## config.mk

```make
export PLATFORM = sky130hd
export DESIGN_NAME = operand_assembler
export DESIGN_NICKNAME = d
export VERILOG_FILES = /design/src/common/mod113_pkg.sv /design/src/rtl/operand_assembler.sv
export SDC_FILE = /design/constraint.sdc
export NUM_CORES = 1
export LEC_CHECK = 0
export BUFFER_PORTS_ARGS = -buffer_cell sky130_fd_sc_hd__buf_2
export CAP_MARGIN = 20
export CORE_MARGIN = 5
export CORE_UTILIZATION = 46
export CTS_BUF_LIST = sky130_fd_sc_hd__clkbuf_4
export CTS_CLUSTER_DIAMETER = 30
export CTS_CLUSTER_SIZE = 40
export DETAILED_ROUTE_END_ITERATION = 8
export PLACE_DENSITY_LB_ADDON = 0.12
export SETUP_SLACK_MARGIN = 0.3
export SLEW_MARGIN = 5
export SYNTH_ARGS = -nofsm -noshare
export SYNTH_HDL_FRONTEND = slang
export SYNTH_SLANG_ARGS = --single-unit
```

## constraint.sdc

```tcl
create_clock -name clk -period 9.9 [get_ports clk]
set_clock_uncertainty 0.2 [all_clocks]
set_input_delay 0.99 -clock clk [delete_from_list [all_inputs] [get_ports clk]]
set_output_delay 0.99 -clock clk [all_outputs]
set_load 0.005 [all_outputs]
```

## src/common/mod113_pkg.sv

```systemverilog
package mod113_pkg;

  localparam int operand_w = 400;
  localparam int chunk_w = 6;
  localparam int num_chunks = (operand_w + chunk_w - 1) / chunk_w; // Top chunk has 4 bits
  localparam int residue_w = 7;
  localparam int modulus = 113;
  localparam int fold_weight = (1 << residue_w) % modulus;        // 128 mod 113 = 15

  typedef logic [residue_w-1:0] residue_t;
  typedef logic [operand_w-1:0] operand_t;

  // 2^(chunk_w*index) mod 113, by repeated doubling so it stays small at elaboration
  function automatic int chunk_weight(input int index);
    int w;
    w = 1;
    for (int i = 0; i < chunk_w * index; i++)
    begin
      w = w * 2;
      if (w >= modulus)
        w = w - modulus;
    end
    return w;
  endfunction

endpackage
```

## src/rtl/operand_assembler.sv

```systemverilog
`timescale 1ns/1ps

module operand_assembler #(
  parameter int beat_w = 16
) (
  input  logic                 clk,
  input  logic                 rst,
  input  logic                 in_valid,
  output logic                 in_ready,
  input  logic [beat_w-1:0]    in_data,
  output logic                 opnd_valid,
  input  logic                 opnd_ready,
  output mod113_pkg::operand_t opnd
);

  localparam int num_beats = mod113_pkg::operand_w / beat_w;
  localparam int cnt_w = $clog2(num_beats);
  localparam logic [cnt_w-1:0] last_beat = cnt_w'(num_beats - 1);

  logic [cnt_w-1:0] beat_cnt;
  mod113_pkg::operand_t shift_q;

  // Only one operand held at a time
  assign in_ready = !opnd_valid;
  assign opnd = shift_q;

  // Beats enter at the top, so the first beat ends up least significant
  always_ff @(posedge clk)
  begin
    if (in_valid && in_ready)
      shift_q <= {in_data, shift_q[mod113_pkg::operand_w-1:beat_w]};
  end

  always_ff @(posedge clk)
  begin
    if (rst)
    begin
      beat_cnt   <= '0;
      opnd_valid <= 1'b0;
    end
    else if (opnd_valid)
    begin
      if (opnd_ready)
      begin
        opnd_valid <= 1'b0;
        beat_cnt   <= '0;
      end
    end
    else if (in_valid)
    begin
      if (beat_cnt == last_beat)
        opnd_valid <= 1'b1; // Count holds until the handshake
      else
        beat_cnt <= beat_cnt + 1'b1;
    end
  end

  // Operand must not move under a stalled handshake
  assert property (@(posedge clk) disable iff (rst)
    opnd_valid && !opnd_ready |=> opnd_valid && $stable(opnd));

endmodule

```

==> flow_summary.yaml, run 1 <==
outcome:
  status: "finished clean"
layout:
  fill_cells: 1970
  layout_commonest_cell: "buf_2"
  fin_nets: 966
  fin_util_pct: 60.7
  layout_common_cells: "421 x buf_2, 400 x edfxtp_1, 85 x clkbuf_4"
  drive_above_1_share_pct: 56.0
  areaGrowthSynthToFinish_pct: 31.2
  final_cells: 1349
logic_synthesis:
  synth_nets: 461
  yosysSeqAreaShare_pct: 98.2
  synth_top_cell_by_area: "edfxtp_1"
  synthCells: 439
  synth_warnings: 0
  synth_cell_type_count: 21
  netlist.area_leader.share_pct: 97.2
  synth_area_leaders: "edfxtp_1 97%, dfxtp_1 0.97%, ha_1 0.20%, o211ai_1 0.18%, nand3_1 0.16%"
  synth_area_mm2: 0.0124
  syn_avg_cell_area_um2: 28.1
  ys_ff_latch: 406
timing:
  finalSetupViolCount: 0
  rsz0062_at_grt: "false"
  fmax_mhz: 386
  slew_violations: 0
  fin_crit_sh_pct: 26.2
  maxSlewHeadroom_pct: 24.1
  finalHoldViolCount: 0
  fin_crit_ns: 2.59
  holdWs_ns: 0.184
  tightest_slew_ns: 1.14
  finalSetupTns_ns: 0
clock_network:
  tritoncts: "built"
  clock-sinks: 406
  cts_resized: 0
  hold_buffers: 0
  numCtsBuffers: 77
  cts-root-buf: "clkbuf_4"
  insertion_delay_ns: 0.66
  path_clk_slew_ns: 0.09
  clk_path_buf_depth: 3
  post-cts-setup-buffers: 0
  cts.htree.levels: 3
die:
  rows: 60
  dieArea_mm2: 0.0302
  die_h_um: 174
  core-area_mm2: 0.0267
  die_w_um: 174
  ios: 422
  initial_core_util_pct: 46.2
global_route:
  track_usage_pct: 16.5
  grt_pass1_wl_mm: 38.9
  grt_antenna_before_repair: 2
  grt_pass1_vias: 6694
  grt.overflow.total: 0
  grt_max_degree: 201
routing:
  post-route-drc-count: 0
  avgViaCountPerCell: 4.69
  drt-pass1-iter-count: 4
  drtIter0Drc: 444
  ant_nets: 0
  via_count: 6332
  wire_per_inst_um: 19.2
  drt-total-wl_mm: 25.9
worst_setup_path:
  endpoint_kind: "flop"
  startpoint_type: "primary input"
  worst-path-buf-inv: 4
  worstPathRequired_ns: 9.93
  path_cells: "buf_2 > nand2b_4 > clkinvlp_4 > buf_12 > buf_12"
  path_delay_family: "buffers and inverters"
  cp.depth: 5
  crit_path_frequent_cell: "buf_12"
  critical_path.max_stage_delay_ns: 0.64
  cp.arrival_ns: 2.62
  critical_path_class: "in -> reg"
  reg2reg_depth: 4
  critPathMaxFanout: 200
  cp_slowest_cell: "buf_12"
flow_run:
  maxCapViolCount: 0
min_path:
  min_path_type: "reg -> reg"
  hold_path_depth: 0
placed_design:
  gp_congestion: 0.806
  hpwl_mm: 17.7
  dp.cells: 1204
  io_buffers: 421
power:
  power.leakage_nw: 6.38
  vdd.ir_drop.worst_v: 0.000130
  power.density_mw_per_mm2: 221
-- synthesized netlist by cell type --
master / number
or4_1: 1
o21ai_1: 1
a31oi_1: 2
nand4b_1: 1
o21ai_0: 1
nand2_1: 1
o211ai_1: 3
nand3_1: 4
a21oi_1: 2
a2bb2oi_1: 1
or3_1: 2
ha_1: 2
nor2_1: 1
nand2b_4: 1
and4b_4: 1
a221oi_2: 1
edfxtp_1: 400
dfxtp_1: 6
nor2b_1: 1
inv_1: 5
nand4_1: 2
-- flip-flops by register name, indices dropped and copies added, names as in the netlist --
signal / cells
beat_cnt: 5
opnd: 400
opnd_valid: 1
-- cell type report --
| type | instances | area [um^2] | share of cell area, % |
|---|---|---|---|
| Inverter | 5 | 22.5 | 0.139 |
| Timing Repair Buffer | 426 | 2190 | 13.5 |
| Clock buffer | 85 | 638 | 3.94 |
| Multi-Input combinational cell | 28 | 206 | 1.27 |
| Tap cell | 341 | 427 | 2.63 |
| Sequential cell | 406 | 12100 | 74.8 |
| Clock inverter | 57 | 598 | 3.69 |
| Antenna cell | 1 | 2.50 | 0.0154 |
-- power breakdown --
part,internal (mW),leakage [nW],total [mW],switching [mW]
Sequential,2.00,3.96,2.04,0.0422
Clock,0.716,0.669,1.38,0.667
Combinational,0.0626,1.75,0.154,0.0912
-- path summary, 6_finish.rpt --
path / from / slack [ns] / end
hold / removal: opnd[250] / 0.18 / opnd[234]
setup / recovery: in_valid / 7.31 / opnd[215]
hold reg to reg: opnd[250] / 0.18 / opnd[234]
setup reg to reg: opnd_valid / 7.34 / opnd[215]
-- cells by family (layout without fill, tap and decap cells) --
| kind of cell | count (synthesis) | count (layout) | share of synthesized area [%] |
|---|---|---|---|
| adder cells (fa/ha/maj) | 2 | 2 | 0.202 |
| AND/OR/NAND/NOR | 15 | 15 | 0.830 |
| AO/OA/AOI/OAI | 11 | 11 | 0.638 |
| flip-flops | 406 | 406 | 98.2 |
| buffers and inverters | 5 | 573 | 0.152 |
| other | 0 | 1 | 0 |
-- stage by stage --
step	instance area, um^2	setup WS [ns]	total power [mW]
global placement	14900	6.47	2.23
finish	16200	7.31	3.58
global route	16200	7.25	3.75
detailed placement	14900	6.33	2.24
floorplan	12400	2.19	2.13
CTS	16200	6.99	3.63
-- layer usage --
metal	GRT usage, %	routed length, um	vias to the layer above
li1	-	-	2857
met1	17.8	9110	3084
met2	28.0	13100	342
met3	8.44	3120	47
met4	6.27	578	2
met5	0	7	-
(Power assumes the default switching activity.)
==> inputs of run 2 (changes only) <==
--- a/config.mk
+++ b/config.mk
@@ -5,10 +5,11 @@
 export SDC_FILE = /design/constraint.sdc
 export NUM_CORES = 1
 export LEC_CHECK = 0
+export ABC_AREA = 1
 export BUFFER_PORTS_ARGS = -buffer_cell sky130_fd_sc_hd__buf_2
 export CAP_MARGIN = 20
 export CORE_MARGIN = 5
-export CORE_UTILIZATION = 46
+export CORE_UTILIZATION = 51
 export CTS_BUF_LIST = sky130_fd_sc_hd__clkbuf_4
 export CTS_CLUSTER_DIAMETER = 30
 export CTS_CLUSTER_SIZE = 40
==> constraint.sdc (replaced) <==
create_clock -name clk -period 2.7 [get_ports clk]
set_clock_uncertainty 0.2 [all_clocks]
set_input_delay 0.27 -clock clk [delete_from_list [all_inputs] [get_ports clk]]
set_output_delay 0.27 -clock clk [all_outputs]
set_load 0.005 [all_outputs]
==> run 2 against run 1 <==
Sequential power increased to 3.7 times the previous value. First-iteration DRC count rose by 11%. Worst hold slack worse by 0.077 ns. Die area is 9.0% lower. Clock power increased to 3.3 times the previous value. Power rose to 3.5 times the previous value. Worst setup slack got worse by 6.8 ns. Count of clock-buffer cells in the layout down 9. Global-route usage rose by 2.6 points. Critical endpoint is now beat_cnt[1]. Non-clock buffer count increased by 26.
==> flow_summary.yaml, run 2 <==
worst_setup_path:
  path_delay_family: "buffers and inverters"
  endpoint_kind: "flop"
  worstPathRequired_ns: 3.03
  path_cells: "inv_2 > nand2_2 > inv_16 > nand2_4 > nand3_1 > a21oi_1 > dlygate4sd3_1"
  critPathMaxFanout: 122
  cp_slowest_cell: "dlygate4sd3_1"
  critical_path.max_stage_delay_ns: 0.57
  worst-path-buf-inv: 3
  cp.arrival_ns: 2.54
  critical_path_class: "reg -> reg"
  startpoint_type: "flop"
die:
  die_h_um: 166
  dieArea_mm2: 0.0275
  ios: 422
  rows: 57
  core-area_mm2: 0.0241
  die_w_um: 166
  initial_core_util_pct: 51.4
routing:
  avgViaCountPerCell: 4.76
  drt-pass1-iter-count: 6
  drt-total-wl_mm: 27.1
  via_count: 6454
  drtIter0Drc: 493
  wire_per_inst_um: 20.0
  post-route-drc-count: 0
  ant_nets: 0
timing:
  fin_crit_ns: 2.21
  slew_violations: 0
  fmax_mhz: 452
  tightest_slew_ns: 0.566
  maxSlewHeadroom_pct: 62.3
  fin_crit_sh_pct: 81.9
  rsz0062_at_grt: "false"
  finalSetupTns_ns: 0
  holdWs_ns: 0.107
  finalHoldViolCount: 0
  finalSetupViolCount: 0
global_route:
  grt_pass1_vias: 6847
  grt_antenna_before_repair: 1
  grt.overflow.total: 0
  grt_max_degree: 123
  grt_pass1_wl_mm: 40.9
  track_usage_pct: 19.1
clock_network:
  cts-root-buf: "clkbuf_4"
  numCtsBuffers: 69
  cts_resized: 0
  post-cts-setup-buffers: 0
  tritoncts: "built"
  path_clk_slew_ns: 0.11
  clock-sinks: 406
  insertion_delay_ns: 0.65
  clk_path_buf_depth: 3
  cts.htree.levels: 3
flow_run:
  maxCapViolCount: 0
outcome:
  status: "finished clean"
layout:
  layout_common_cells: "421 x buf_2, 400 x edfxtp_1, 76 x clkbuf_4"
  layout_commonest_cell: "buf_2"
  areaGrowthSynthToFinish_pct: 31.7
  fin_util_pct: 67.7
  final_cell_area_mm2: 0.0163
  fin_nets: 999
  largest_reg_flops: 400
  drive_above_1_share_pct: 53.5
logic_synthesis:
  synth_cell_type_count: 17
  yosysSeqAreaShare_pct: 97.9
  netlist.area_leader.share_pct: 97.0
  synthCells: 454
  synth_nets: 476
  ys_ff_latch: 406
  synth_area_mm2: 0.0124
  async_flop_share_pct: 0
  synth_warnings: 0
  synth_area_leaders: "edfxtp_1 97%, dfxtp_1 0.97%, nand2_1 0.33%, nand3_1 0.24%, a21oi_1 0.20%"
  synth_top_cell_by_area: "edfxtp_1"
  synth-main-ff-cell: "edfxtp_1"
  synth-edff-count: 400
  synth.most_common_cell: "edfxtp_1"
  syn_avg_cell_area_um2: 27.3
  netlist_top_cells_count: "400 x edfxtp_1, 11 x nand2_1, 6 x dfxtp_1, 6 x inv_1, 6 x nand3_1"
min_path:
  min_path_type: "in -> reg"
power:
  vdd.ir_drop.worst_v: 0.000500
  totalPowerFinal_mw: 12.6
  power.leakage_nw: 6.49
  power.density_mw_per_mm2: 775
placed_design:
  io_buffers: 421
  hpwl_mm: 19.1
  gp_congestion: 0.843
  place_area_mm2: 0.0151
-- run 2: cell types whose count changed in the layout (fill, tap and decap cells not counted), sizes merged, moves of 3 or more --
cell,before,now
dlygate4sd3,0,21
nand2,1,16
clkbuf,85,76
inv,10,19
clkinvlp,10,3
buf,426,431
nor2,1,6
clkinv,32,28
a21oi,2,5
o211ai,3,0
-- run 2: where the power goes --
group | internal [mW] | switching (mW) | total [mW] | leakage [nW]
sequential | 7.32 | 0.177 | 7.50 | 3.96
combinational | 0.260 | 0.342 | 0.602 | 1.95
clock | 2.25 | 2.29 | 4.54 | 0.585
-- run 2: cells by family after synthesis --
family / after synthesis / share of synthesized area, %
buffers and inverters: 9 / 0.273
adders and majority gates: 2 / 0.202
and+or+nand+nor: 29 / 1.24
AOI/OAI and AO/OA: 8 / 0.364
DFF: 406 / 97.9
-- run 2: worst reg2reg max path, delay by kind of cell, from the launching register on --
family	cells	cell delay [ns]
AOI/OAI and AO/OA	1	0.08
buffers and inverters	3	1.09
and+or+nand+nor	3	0.39
DFF	1	0.35
-- run 2: worst paths after layout --
check / start / slack [ns] / end / cells past startpoint
min: in_data[8] / 0.11 / opnd[392] / 2
max: opnd_valid / 0.49 / beat_cnt[1] / 7
min reg2reg: opnd[360] / 0.23 / opnd[344] / 0
max reg2reg: opnd_valid / 0.49 / beat_cnt[1] / 7
-- run 2: cell type report --
cell class / count / area, um^2
multi-input combinational: 39 / 224
fill: 1657 / 7780
clock buffer: 76 / 571
timing repair buffer: 452 / 2450
sequential: 406 / 12100
antenna: 1 / 2.50
clock inverter: 49 / 483
tap: 324 / 405
inverter: 9 / 50.0
-- run 2: stage by stage --
| stage | cells | worst slack [ns] |
|---|---|---|
| after floorplan | 454 | 0.426 |
| after global placement | 1209 | 0.818 |
| after detailed placement | 1209 | 0.754 |
| after CTS | 1355 | 0.465 |
| after global routing | 1356 | 0.338 |
| final | 1356 | 0.489 |
-- run 2: routing by layer --
metal  wire [um]  global-route usage, %  up-vias
li1            -                      -     2912
met1        9690                   21.7     3165
met2       14200                   33.3      344
met3        2760                   7.62       33
met4         422                   6.28        0
met5           0                      0        -
-- run 2: what timing repair did --
| item | CTS | global route |
|---|---|---|
| hold endpoints to repair | 22 | 0 |
| hold buffers | 21 | 0 |
| endpoints found under the setup margin | 0 | 0 |
