==> src/common/mod113_pkg.sv <==
package mod113_pkg;

  localparam int operand_w = 400;
  localparam int chunk_w = 6;
  localparam int num_chunks = (operand_w + chunk_w - 1) / chunk_w; // Top chunk has 4 bits
  localparam int residue_w = 7;
  localparam int modulus = 113;
  localparam int fold_weight = (1 << residue_w) % modulus;        // 128 mod 113 = 15

  typedef logic [residue_w-1:0] residue_t;
  typedef logic [operand_w-1:0] operand_t;

  // 2^(chunk_w*index) mod 113, by repeated doubling so it stays small at elaboration
  function automatic int chunk_weight(input int index);
    int w;
    w = 1;
    for (int i = 0; i < chunk_w * index; i++)
    begin
      w = w * 2;
      if (w >= modulus)
        w = w - modulus;
    end
    return w;
  endfunction

endpackage
==> src/rtl/residue_fifo.sv <==
`timescale 1ns/1ps

module residue_fifo #(
  parameter int fifo_depth = 4
) (
  input  logic                 clk,
  input  logic                 rst,
  input  logic                 push_valid,
  output logic                 push_ready,
  input  mod113_pkg::residue_t push_data,
  output logic                 pop_valid,
  input  logic                 pop_ready,
  output mod113_pkg::residue_t pop_data
);

  // Depth is a power of two, at least 2, so pointers wrap by themselves
  localparam int ptr_w = $clog2(fifo_depth);
  localparam logic [ptr_w:0] full_count = (ptr_w + 1)'(fifo_depth);

  mod113_pkg::residue_t mem [fifo_depth];
  logic [ptr_w-1:0] wr_ptr;
  logic [ptr_w-1:0] rd_ptr;
  logic [ptr_w:0] count;
  logic push;
  logic pop;

  assign push_ready = (count != full_count);
  assign pop_valid  = (count != '0);
  assign pop_data   = mem[rd_ptr];
  assign push = push_valid && push_ready;
  assign pop  = pop_valid && pop_ready;

  always_ff @(posedge clk)
  begin
    if (push)
      mem[wr_ptr] <= push_data;
  end

  always_ff @(posedge clk)
  begin
    if (rst)
    begin
      wr_ptr <= '0;
      rd_ptr <= '0;
      count  <= '0;
    end
    else
    begin
      if (push)
        wr_ptr <= wr_ptr + 1'b1;
      if (pop)
        rd_ptr <= rd_ptr + 1'b1;
      case ({push, pop})
        2'b10:   count <= count + 1'b1;
        2'b01:   count <= count - 1'b1;
        default: count <= count; // Both or neither
      endcase
    end
  end

  // Full FIFO never takes a write
  assert property (@(posedge clk) disable iff (rst)
    count == full_count && !pop |=> $stable(wr_ptr) && count == full_count);

  // Reducer output is always a proper residue
  assert property (@(posedge clk) disable iff (rst)
    push |-> push_data < mod113_pkg::modulus);

  assert property (@(posedge clk) disable iff (rst) count <= full_count);

endmodule

==> config.mk <==
export PLATFORM = sky130hd
export DESIGN_NAME = residue_fifo
export DESIGN_NICKNAME = d
export VERILOG_FILES = /design/src/common/mod113_pkg.sv /design/src/rtl/residue_fifo.sv
export SDC_FILE = /design/constraint.sdc
export NUM_CORES = 1
export LEC_CHECK = 0
export ABC_AREA = 1
export BUFFER_PORTS_ARGS = -buffer_cell sky130_fd_sc_hd__buf_2
export CORE_ASPECT_RATIO = 1.5
export CORE_MARGIN = 5
export CORE_UTILIZATION = 55
export CTS_BUF_LIST = sky130_fd_sc_hd__clkbuf_16
export CTS_CLUSTER_DIAMETER = 80
export DETAILED_ROUTE_END_ITERATION = 12
export PLACE_DENSITY = 0.76
export SLEW_MARGIN = 20
export SYNTH_ARGS = -nofsm -noshare
export SYNTH_HDL_FRONTEND = slang
export SYNTH_SLANG_ARGS = --single-unit
export TNS_END_PERCENT = 5
==> constraint.sdc <==
create_clock -name clk -period 2.2 [get_ports clk]
set_input_delay 0.11 -clock clk [delete_from_list [all_inputs] [get_ports clk]]
set_output_delay 0.11 -clock clk [all_outputs]
set_load 0.02 [all_outputs]
==> results of run 1 <==
[final timing paths]
kind | startpoint | slack (ns) | depth (start not counted) | end
min | push_data[0] | 0.04 | 1 | mem[2][0]
min reg2reg | wr_ptr[1] | 0.51 | 2 | wr_ptr[1]
max reg2reg | count[2] | 0.33 | 12 | count[2]
max | count[2] | 0.33 | 12 | count[2]
[routing by layer]
metal  global-route usage, %  wire length, um
met1                    15.6              961
met2                    30.2             1580
met3                    5.15              182
met4                    7.39               48
met5                       0                0
[stage by stage]
step | worst slack, ns | util, % | instance area, um^2 | power, W
2_1_floorplan | 0.512 | - | 1540 | 0.00138
3_3_place_gp | 0.498 | 62.7 | 1680 | 0.00152
3_5_place_dp | 0.400 | 62.7 | 1680 | 0.00156
4_1_cts | 0.329 | 68.0 | 1820 | 0.00223
5_1_grt | 0.163 | 68.0 | 1820 | 0.00235
6_report | 0.325 | 68.0 | 1820 | 0.00222
[layout by cell type (no fill, tap or decap), drive strengths merged]
master / n
edfxtp: 28
a21oi: 5
dfxtp: 9
clkinv: 2
buf: 21
nand3: 5
fa: 1
o21ai: 16
inv: 19
nand2: 15
clkbuf: 5
nor2: 24
ha: 5
o22ai: 7
[cells by family after synthesis]
group / Yosys count / share of synthesized area [%]
AOI/OAI and AO/OA: 28 / 9.64
adders and majority gates: 6 / 5.35
buffers and inverters: 20 / 5.83
DFF: 37 / 66.1
and+or+nand+nor: 44 / 13.0
[critical path: cells and delay by family (launching register included)]
| family | cells | cell delay (ns) |
|---|---|---|
| adder cells (fa/ha/maj) | 2 | 0.55 |
| buffers and inverters | 3 | 0.25 |
| flip-flops | 1 | 0.39 |
| AND/OR/NAND/NOR | 7 | 0.62 |
[state kept, by name, indices dropped and copies added, names as in the netlist, named ones only]
| name | count |
|---|---|
| mem | 28 |
| wr_ptr | 2 |
| rd_ptr | 2 |
| count | 3 |
[cell type report]
cell class / instances / area [um^2]
clock buffers: 5 / 125
clock inverters: 3 / 16.3
fillers: 194 / 857
inverters: 18 / 67.6
multi-input cells: 78 / 433
flip-flops and latches: 37 / 1020
well taps: 37 / 46.3
repair buffers: 21 / 110
[where the power goes]
group / switching [W] / total (W) / internal, W / leakage, nW
clock: 0.000260 / 0.000675 / 0.000415 / 0.0739
sequential: 0.0000816 / 0.000926 / 0.000845 / 0.331
combinational: 0.000410 / 0.000620 / 0.000210 / 0.322
==> summary.md, run 1 <==
| Metric | Value |
|---|---|
| Layout Cells excl Fill | `199` |
| Total GRT Usage | `16.2%` |
| Mean post-synth cell area | `11.4 um^2` |
| Crit-path max cell delay | `0.39 ns` |
| Ys flop type | `edfxtp_1` |
| Post-CTS setup buffers | `0` |
| # diodes | `0` |
| Max VDD drop | `0.000983 V` |
| RSZ-0062 raised after global routing | `no` |
| Critical path cell sequence | `inv_1 -> nand2_2 -> nand2_2 -> inv_2 -> ha_1 -> inv_1 -> fa_1 -> nand2_1 -> nand3_1 -> nand2_1 -> nand2_1 -> nor2_1` |
| Clk buf depth | `2` |
| Biggest area consumer among synthesized cells | `edfxtp_1` |
| HP Class | `primary input to register` |
| NumNets Final | `178` |
| Synth Cell Area | `0.00154 mm^2` |
| Share of flip-flops with an asynchronous set or reset | `0%` |
| TNS Setup | `0 ns` |
| HPWL after detailed placement | `1920 um` |
| Leakage | `0.727 nW` |
| Slew @ Worst Pin | `0.666 ns` |
| Die X | `53.3 um` |
| Power per cell area | `1220 mW/mm^2` |
| Hold Fails Final Rpt | `0` |
| Share of cells above drive strength 1 | `22.8%` |
| IO buf count | `19` |
| Pre-Repair DR Iteration Count | `4` |
| Post-synth EDFFs | `28` |
| CP required | `2.41 ns` |
| Max-cap violations | `0` |
| CTS sink cnt | `37` |
| Ports | `20` |
| FF+latch count, synth | `37` |
| Final setup violation count | `0` |
| Net Count, Synth | `152` |
| Area growth from synthesis to layout | `17.8%` |
| CTS H-Tree Depth | `2` |
| Iter 0 DRT Violations | `39` |
| Outcome | `finished, final reports clean` |
| CP Capture Type | `register` |
| Total placed cells including tap cells | `191` |
| Yosys cell types | `18` |
| CTS tree | `built` |
| CP dominant cell by count | `nand2_1` |
| Grt ovf | `0` |
| Final hold slack | `0.0432 ns` |
| Gp weighted congestion | `0.694` |
| Slowest-stage cell, CP | `dfxtp_1` |
| Routed WL | `2770 um` |
| Core ar. | `0.00268 mm^2` |
| Final antenna-violating net count | `0` |
| FMAX | `0.533 GHz` |
| Clk_lat worst skew | `0.28 ns` |
| Crit path kind | `register to register` |
| Max Transition Viols Final | `0` |
| Vias | `1034` |
| Initial antenna violation count | `0` |
| Post-synthesis sequential area ratio | `66.1%` |
| Drt via density | `5.20` |
| Clock transition at path regs | `0.06 ns` |
| Max FO, Critical Path | `4` |
| Root Driver | `clkbuf_16` |
| Commonest cells post-synth | `edfxtp_1, nor2_1, inv_1, o21ai_0, nand2_1` |
| Row cnt | `23` |
| Die ar. | `0.00399 mm^2` |
| Period utilisation layout | `85.2%` |
| Top post-synthesis cells by area | `edfxtp_1, dfxtp_1, nor2_1, o21ai_0, ha_1` |
| DR DRC count | `0` |
| Startpoint Class | `register` |
| Initial core utilization | `57.7%` |
| Rel. slew slack | `55.4%` |
| Top-count cell post-synth | `edfxtp_1` |
| Largest net degree at the start of global routing | `16` |
| Synth top area share | `54.5%` |
| Max Clock Skew | `0.00379 ns` |
| Fin crit period | `1.87 ns` |
| Post-synthesis instance total | `135` |
| DR WL/cell | `13.9 um` |
| CP Data Arrival Time | `2.08 ns` |
| Die H | `74.9 um` |
| Number of buffers created by CTS | `5` |
| Ys Warns | `0` |
| Cts hold-fix bufs | `0` |
| Cts repair resizes | `0` |
| Vias in the first global route | `1038` |
| Global-route wire length before repair | `4470 um` |
Note: power is estimated with default switching activity, not from simulation.
==> inputs of run 2 (changes only) <==
--- a/config.mk
+++ b/config.mk
@@ -6,14 +6,14 @@
 export NUM_CORES = 1
 export LEC_CHECK = 0
 export ABC_AREA = 1
-export BUFFER_PORTS_ARGS = -buffer_cell sky130_fd_sc_hd__buf_2
 export CORE_ASPECT_RATIO = 1.5
 export CORE_MARGIN = 5
-export CORE_UTILIZATION = 55
+export CORE_UTILIZATION = 61
 export CTS_BUF_LIST = sky130_fd_sc_hd__clkbuf_16
 export CTS_CLUSTER_DIAMETER = 80
 export DETAILED_ROUTE_END_ITERATION = 12
-export PLACE_DENSITY = 0.76
+export DONT_BUFFER_PORTS = 1
+export PLACE_DENSITY = 0.77
 export SLEW_MARGIN = 20
 export SYNTH_ARGS = -nofsm -noshare
 export SYNTH_HDL_FRONTEND = slang
==> run 2 against run 1 <==
Compared with the run above: count of clock-buffer cells in the layout up 1; non-clock buffer count down 8; sequential share of layout area down 0.65 points; setup slack better by 0.050 ns; wire length down 2.0%; via count down 6.4%; worst hold slack worse by 0.025 ns; first-iteration DRC count down 26%; critical path type unchanged.
==> summary.md, run 2 (synthesized netlist as in run 1, its figures left out) <==
| Metric | Value |
|---|---|
| HPWL after detailed placement | `1770 um (-7.7%)` |
| CP required | `2.37 ns (-0.04 ns)` |
| Area occupied by multi-input gates | `433 um^2 (unchanged)` |
| Leakage | `0.707 nW (-2.7%)` |
| Cell-internal power | `0.00150 W (+2.0%)` |
| Fillers | `156 (-20%)` |
| CP Data Arrival Time | `2.00 ns (-0.08 ns)` |
| Root Driver | `clkbuf_16` |
| Pre-Repair DR Iteration Count | `4 (unchanged)` |
| DR DRC count | `0 (unchanged)` |
| Pre-CTS setup slack | `0.406 ns (+0.00629 ns)` |
| Clk_lat worst skew | `0.28 ns (about the same)` |
| FMAX | `0.548 GHz (+2.8%)` |
| # diodes | `0 (unchanged)` |
| Clk buf depth | `2 (unchanged)` |
| Initial core utilization | `63.0% (+5.3 points)` |
| TNS Setup | `0 ns (unchanged)` |
| DR WL/cell | `15.2 um (+9.6%)` |
| Max VDD drop | `0.000778 V (-21%)` |
| Cts repair resizes | `0 (unchanged)` |
| CTS sink cnt | `37 (unchanged)` |
| Largest net degree at the start of global routing | `16 (unchanged)` |
| NetSw | `0.000729 W (-3.0%)` |
| Comb power frac | `24.7% (-3.2 points)` |
| Row cnt | `22 (-4.3%)` |
| Area growth from synthesis to layout | `19.2%` |
| Iter 0 DRT Violations | `29 (-26%)` |
| R2R Setup Slk | `0.38 ns (+0.05 ns)` |
| Max-cap violations | `0 (unchanged)` |
| Drt via density | `5.44 (+4.7%)` |
| Layout Cells excl Fill | `178 (-11%)` |
| CTS tree | `built` |
| Initial antenna violation count | `0 (unchanged)` |
| Vias in the first global route | `1016 (-2.1%)` |
| Rel. slew slack | `54.9% (-0.48 points)` |
| Power per cell area | `1210 mW/mm^2 (-0.84%)` |
| Final Cell Area | `0.00184 mm^2 (+1.2%)` |
| Setup ws final | `0.376 ns (+0.0504 ns)` |
| Share of cells above drive strength 1 | `12.3% (-11 points)` |
| Clock Power Share | `33.8% (+3.4 points)` |
| Grt met1 use | `18.3% (+2.7 points)` |
| Die X | `51.1 um (-4.1%)` |
| IO buf count | `0 (-19)` |
| Max Transition Viols Final | `0 (unchanged)` |
| Sequential fraction of design power | `41.5% (-0.2 points)` |
| Final antenna-violating net count | `0 (unchanged)` |
| HP Class | `primary input to register` |
| R2R Path End | `count[2]` |
| Crit path kind | `register to register` |
| Number of buffers created by CTS | `5 (unchanged)` |
| Slew @ Worst Pin | `0.673 ns (+0.00714 ns)` |
| Die ar. | `0.00366 mm^2 (-8.3%)` |
| NumNets Final | `170 (-4.5%)` |
| Ports | `20 (unchanged)` |
| Total placed cells including tap cells | `160 (-16%)` |
| Global Route met3 Usage | `4.16% (-0.99 points)` |
| Most frequent cells in the layout | `edfxtp_1, nor2_1, inv_1` |
| Number of flip-flops in the largest register | `28 (unchanged)` |
| Fin crit period | `1.82 ns (-0.0505 ns)` |
| Met2 usage in global routing | `30.4% (+0.27 points)` |
| Routed WL | `2710 um (-2.0%)` |
| Total GRT Usage | `17.6% (+1.4 points)` |
| Core ar. | `0.00245 mm^2 (-8.5%)` |
| Gp weighted congestion | `0.693 (-0.16%)` |
| CTS H-Tree Depth | `2 (unchanged)` |
| Top Registers | `mem x28, count x3` |
| GRT Max-Usage Layer | `met2` |
| Startpoint Class | `register` |
| Grt ovf | `0 (unchanged)` |
| Switching part of the total power | `32.7% (-1.1 points)` |
| Placed cell area | `0.00157 mm^2 (-6.2%)` |
| Final setup violation count | `0 (unchanged)` |
| Global-route wire length before repair | `4570 um (+2.1%)` |
| Hold Fails Final Rpt | `0 (unchanged)` |
| Period utilisation layout | `82.9% (-2.3 points)` |
| R2R Path Start | `count[1]` |
| Outcome | `finished, final reports clean` |
| Max FO, Critical Path | `4 (unchanged)` |
| CP Capture Type | `register` |
| Most flops, register | `mem` |
| Worst min-delay path startpoint | `pop_ready` |
| RSZ-0062 raised after global routing | `no` |
| Sequential cell area | `0.00102 mm^2 (unchanged)` |
| Hold Path Depth | `2 (+1)` |
| Commonest non-fill, non-tap cell in the layout | `edfxtp_1` |
| Max Clock Skew | `0.00370 ns (-0.0000972 ns)` |
| Vias | `968 (-6.4%)` |
| Die H | `71.6 um (-4.4%)` |
| Clock transition at path regs | `0.06 ns (about the same)` |
| Worst R2R Path Depth | `13 (+1)` |
| Final hold slack | `0.0184 ns (-0.0248 ns)` |
run 2: cell types whose count changed in the layout (fill, tap and decap cells not counted), sizes merged:
cell / previous run / this run
buf: 21 / 3
dlygate4sd3: 0 / 10
clkinv: 2 / 1
inv: 19 / 18
clkbuf: 5 / 6
clkinvlp: 0 / 1
run 2: repair_timing:
action / CTS / global route
hold buffers: 10 / 0
buffers inserted: 0 / 0
setup endpoints to repair: 0 / 0
hold endpoints to repair: 32 / 0
run 2: metal layers:
layer	vias up	wire [um]
li1	490	-
met1	455	1080
met2	19	1490
met3	4	82
met4	0	60
met5	-	0
run 2: worst max-delay path by stage:
| stage | slack [ns] | startpoint | depth (start not counted) | to |
|---|---|---|---|---|
| 2_1_floorplan | 0.51 | count[2] | 13 | count[2] |
| 3_3_place_gp | 0.46 | count[2] | 13 | count[2] |
| 3_5_place_dp | 0.41 | count[2] | 13 | count[2] |
| 4_1_cts | 0.39 | count[2] | 13 | count[2] |
| 5_1_grt | 0.15 | count[2] | 12 | count[2] |
| 6_report | 0.38 | count[1] | 13 | count[2] |
run 2: power by group through the flow:
stage | combinational (W) | sequential [W] | clock [W]
6_report | 0.000550 | 0.000926 | 0.000753
3_5_place_dp | 0.000529 | 0.000939 | 0
2_1_floorplan | 0.000473 | 0.000909 | 0
4_1_cts | 0.000553 | 0.000927 | 0.000762
3_3_place_gp | 0.000506 | 0.000935 | 0
5_1_grt | 0.000630 | 0.000935 | 0.000805
run 2: worst max-delay path: stages (launching register included):
cell and delay [ns]:
dfxtp_1 0.40, nor2_4 0.07, nand2_2 0.15, nand2_2 0.08, inv_2 0.07, ha_1 0.16, inv_1 0.07, fa_1 0.38
inv_1 0.06, nand2_1 0.05, nand3_1 0.08, nand2_1 0.05, nand2_1 0.05, nor2_1 0.04
run 2: cell type report:
type | instances | area share [%]
Sequential cell | 37 | 55.5
Tap cell | 24 | 1.63
Inverter | 18 | 3.67
Clock inverter | 2 | 0.884
Multi-Input combinational cell | 78 | 23.5
Clock buffer | 6 | 8.16
Timing Repair Buffer | 13 | 6.66
run 2: per-stage QoR:
step | power (W) | utilization (%)
global route | 0.00237 | 75.1
global placement | 0.00144 | 64.2
finish | 0.00223 | 75.1
floorplan | 0.00138 | -
detailed placement | 0.00147 | 64.2
CTS | 0.00224 | 75.1
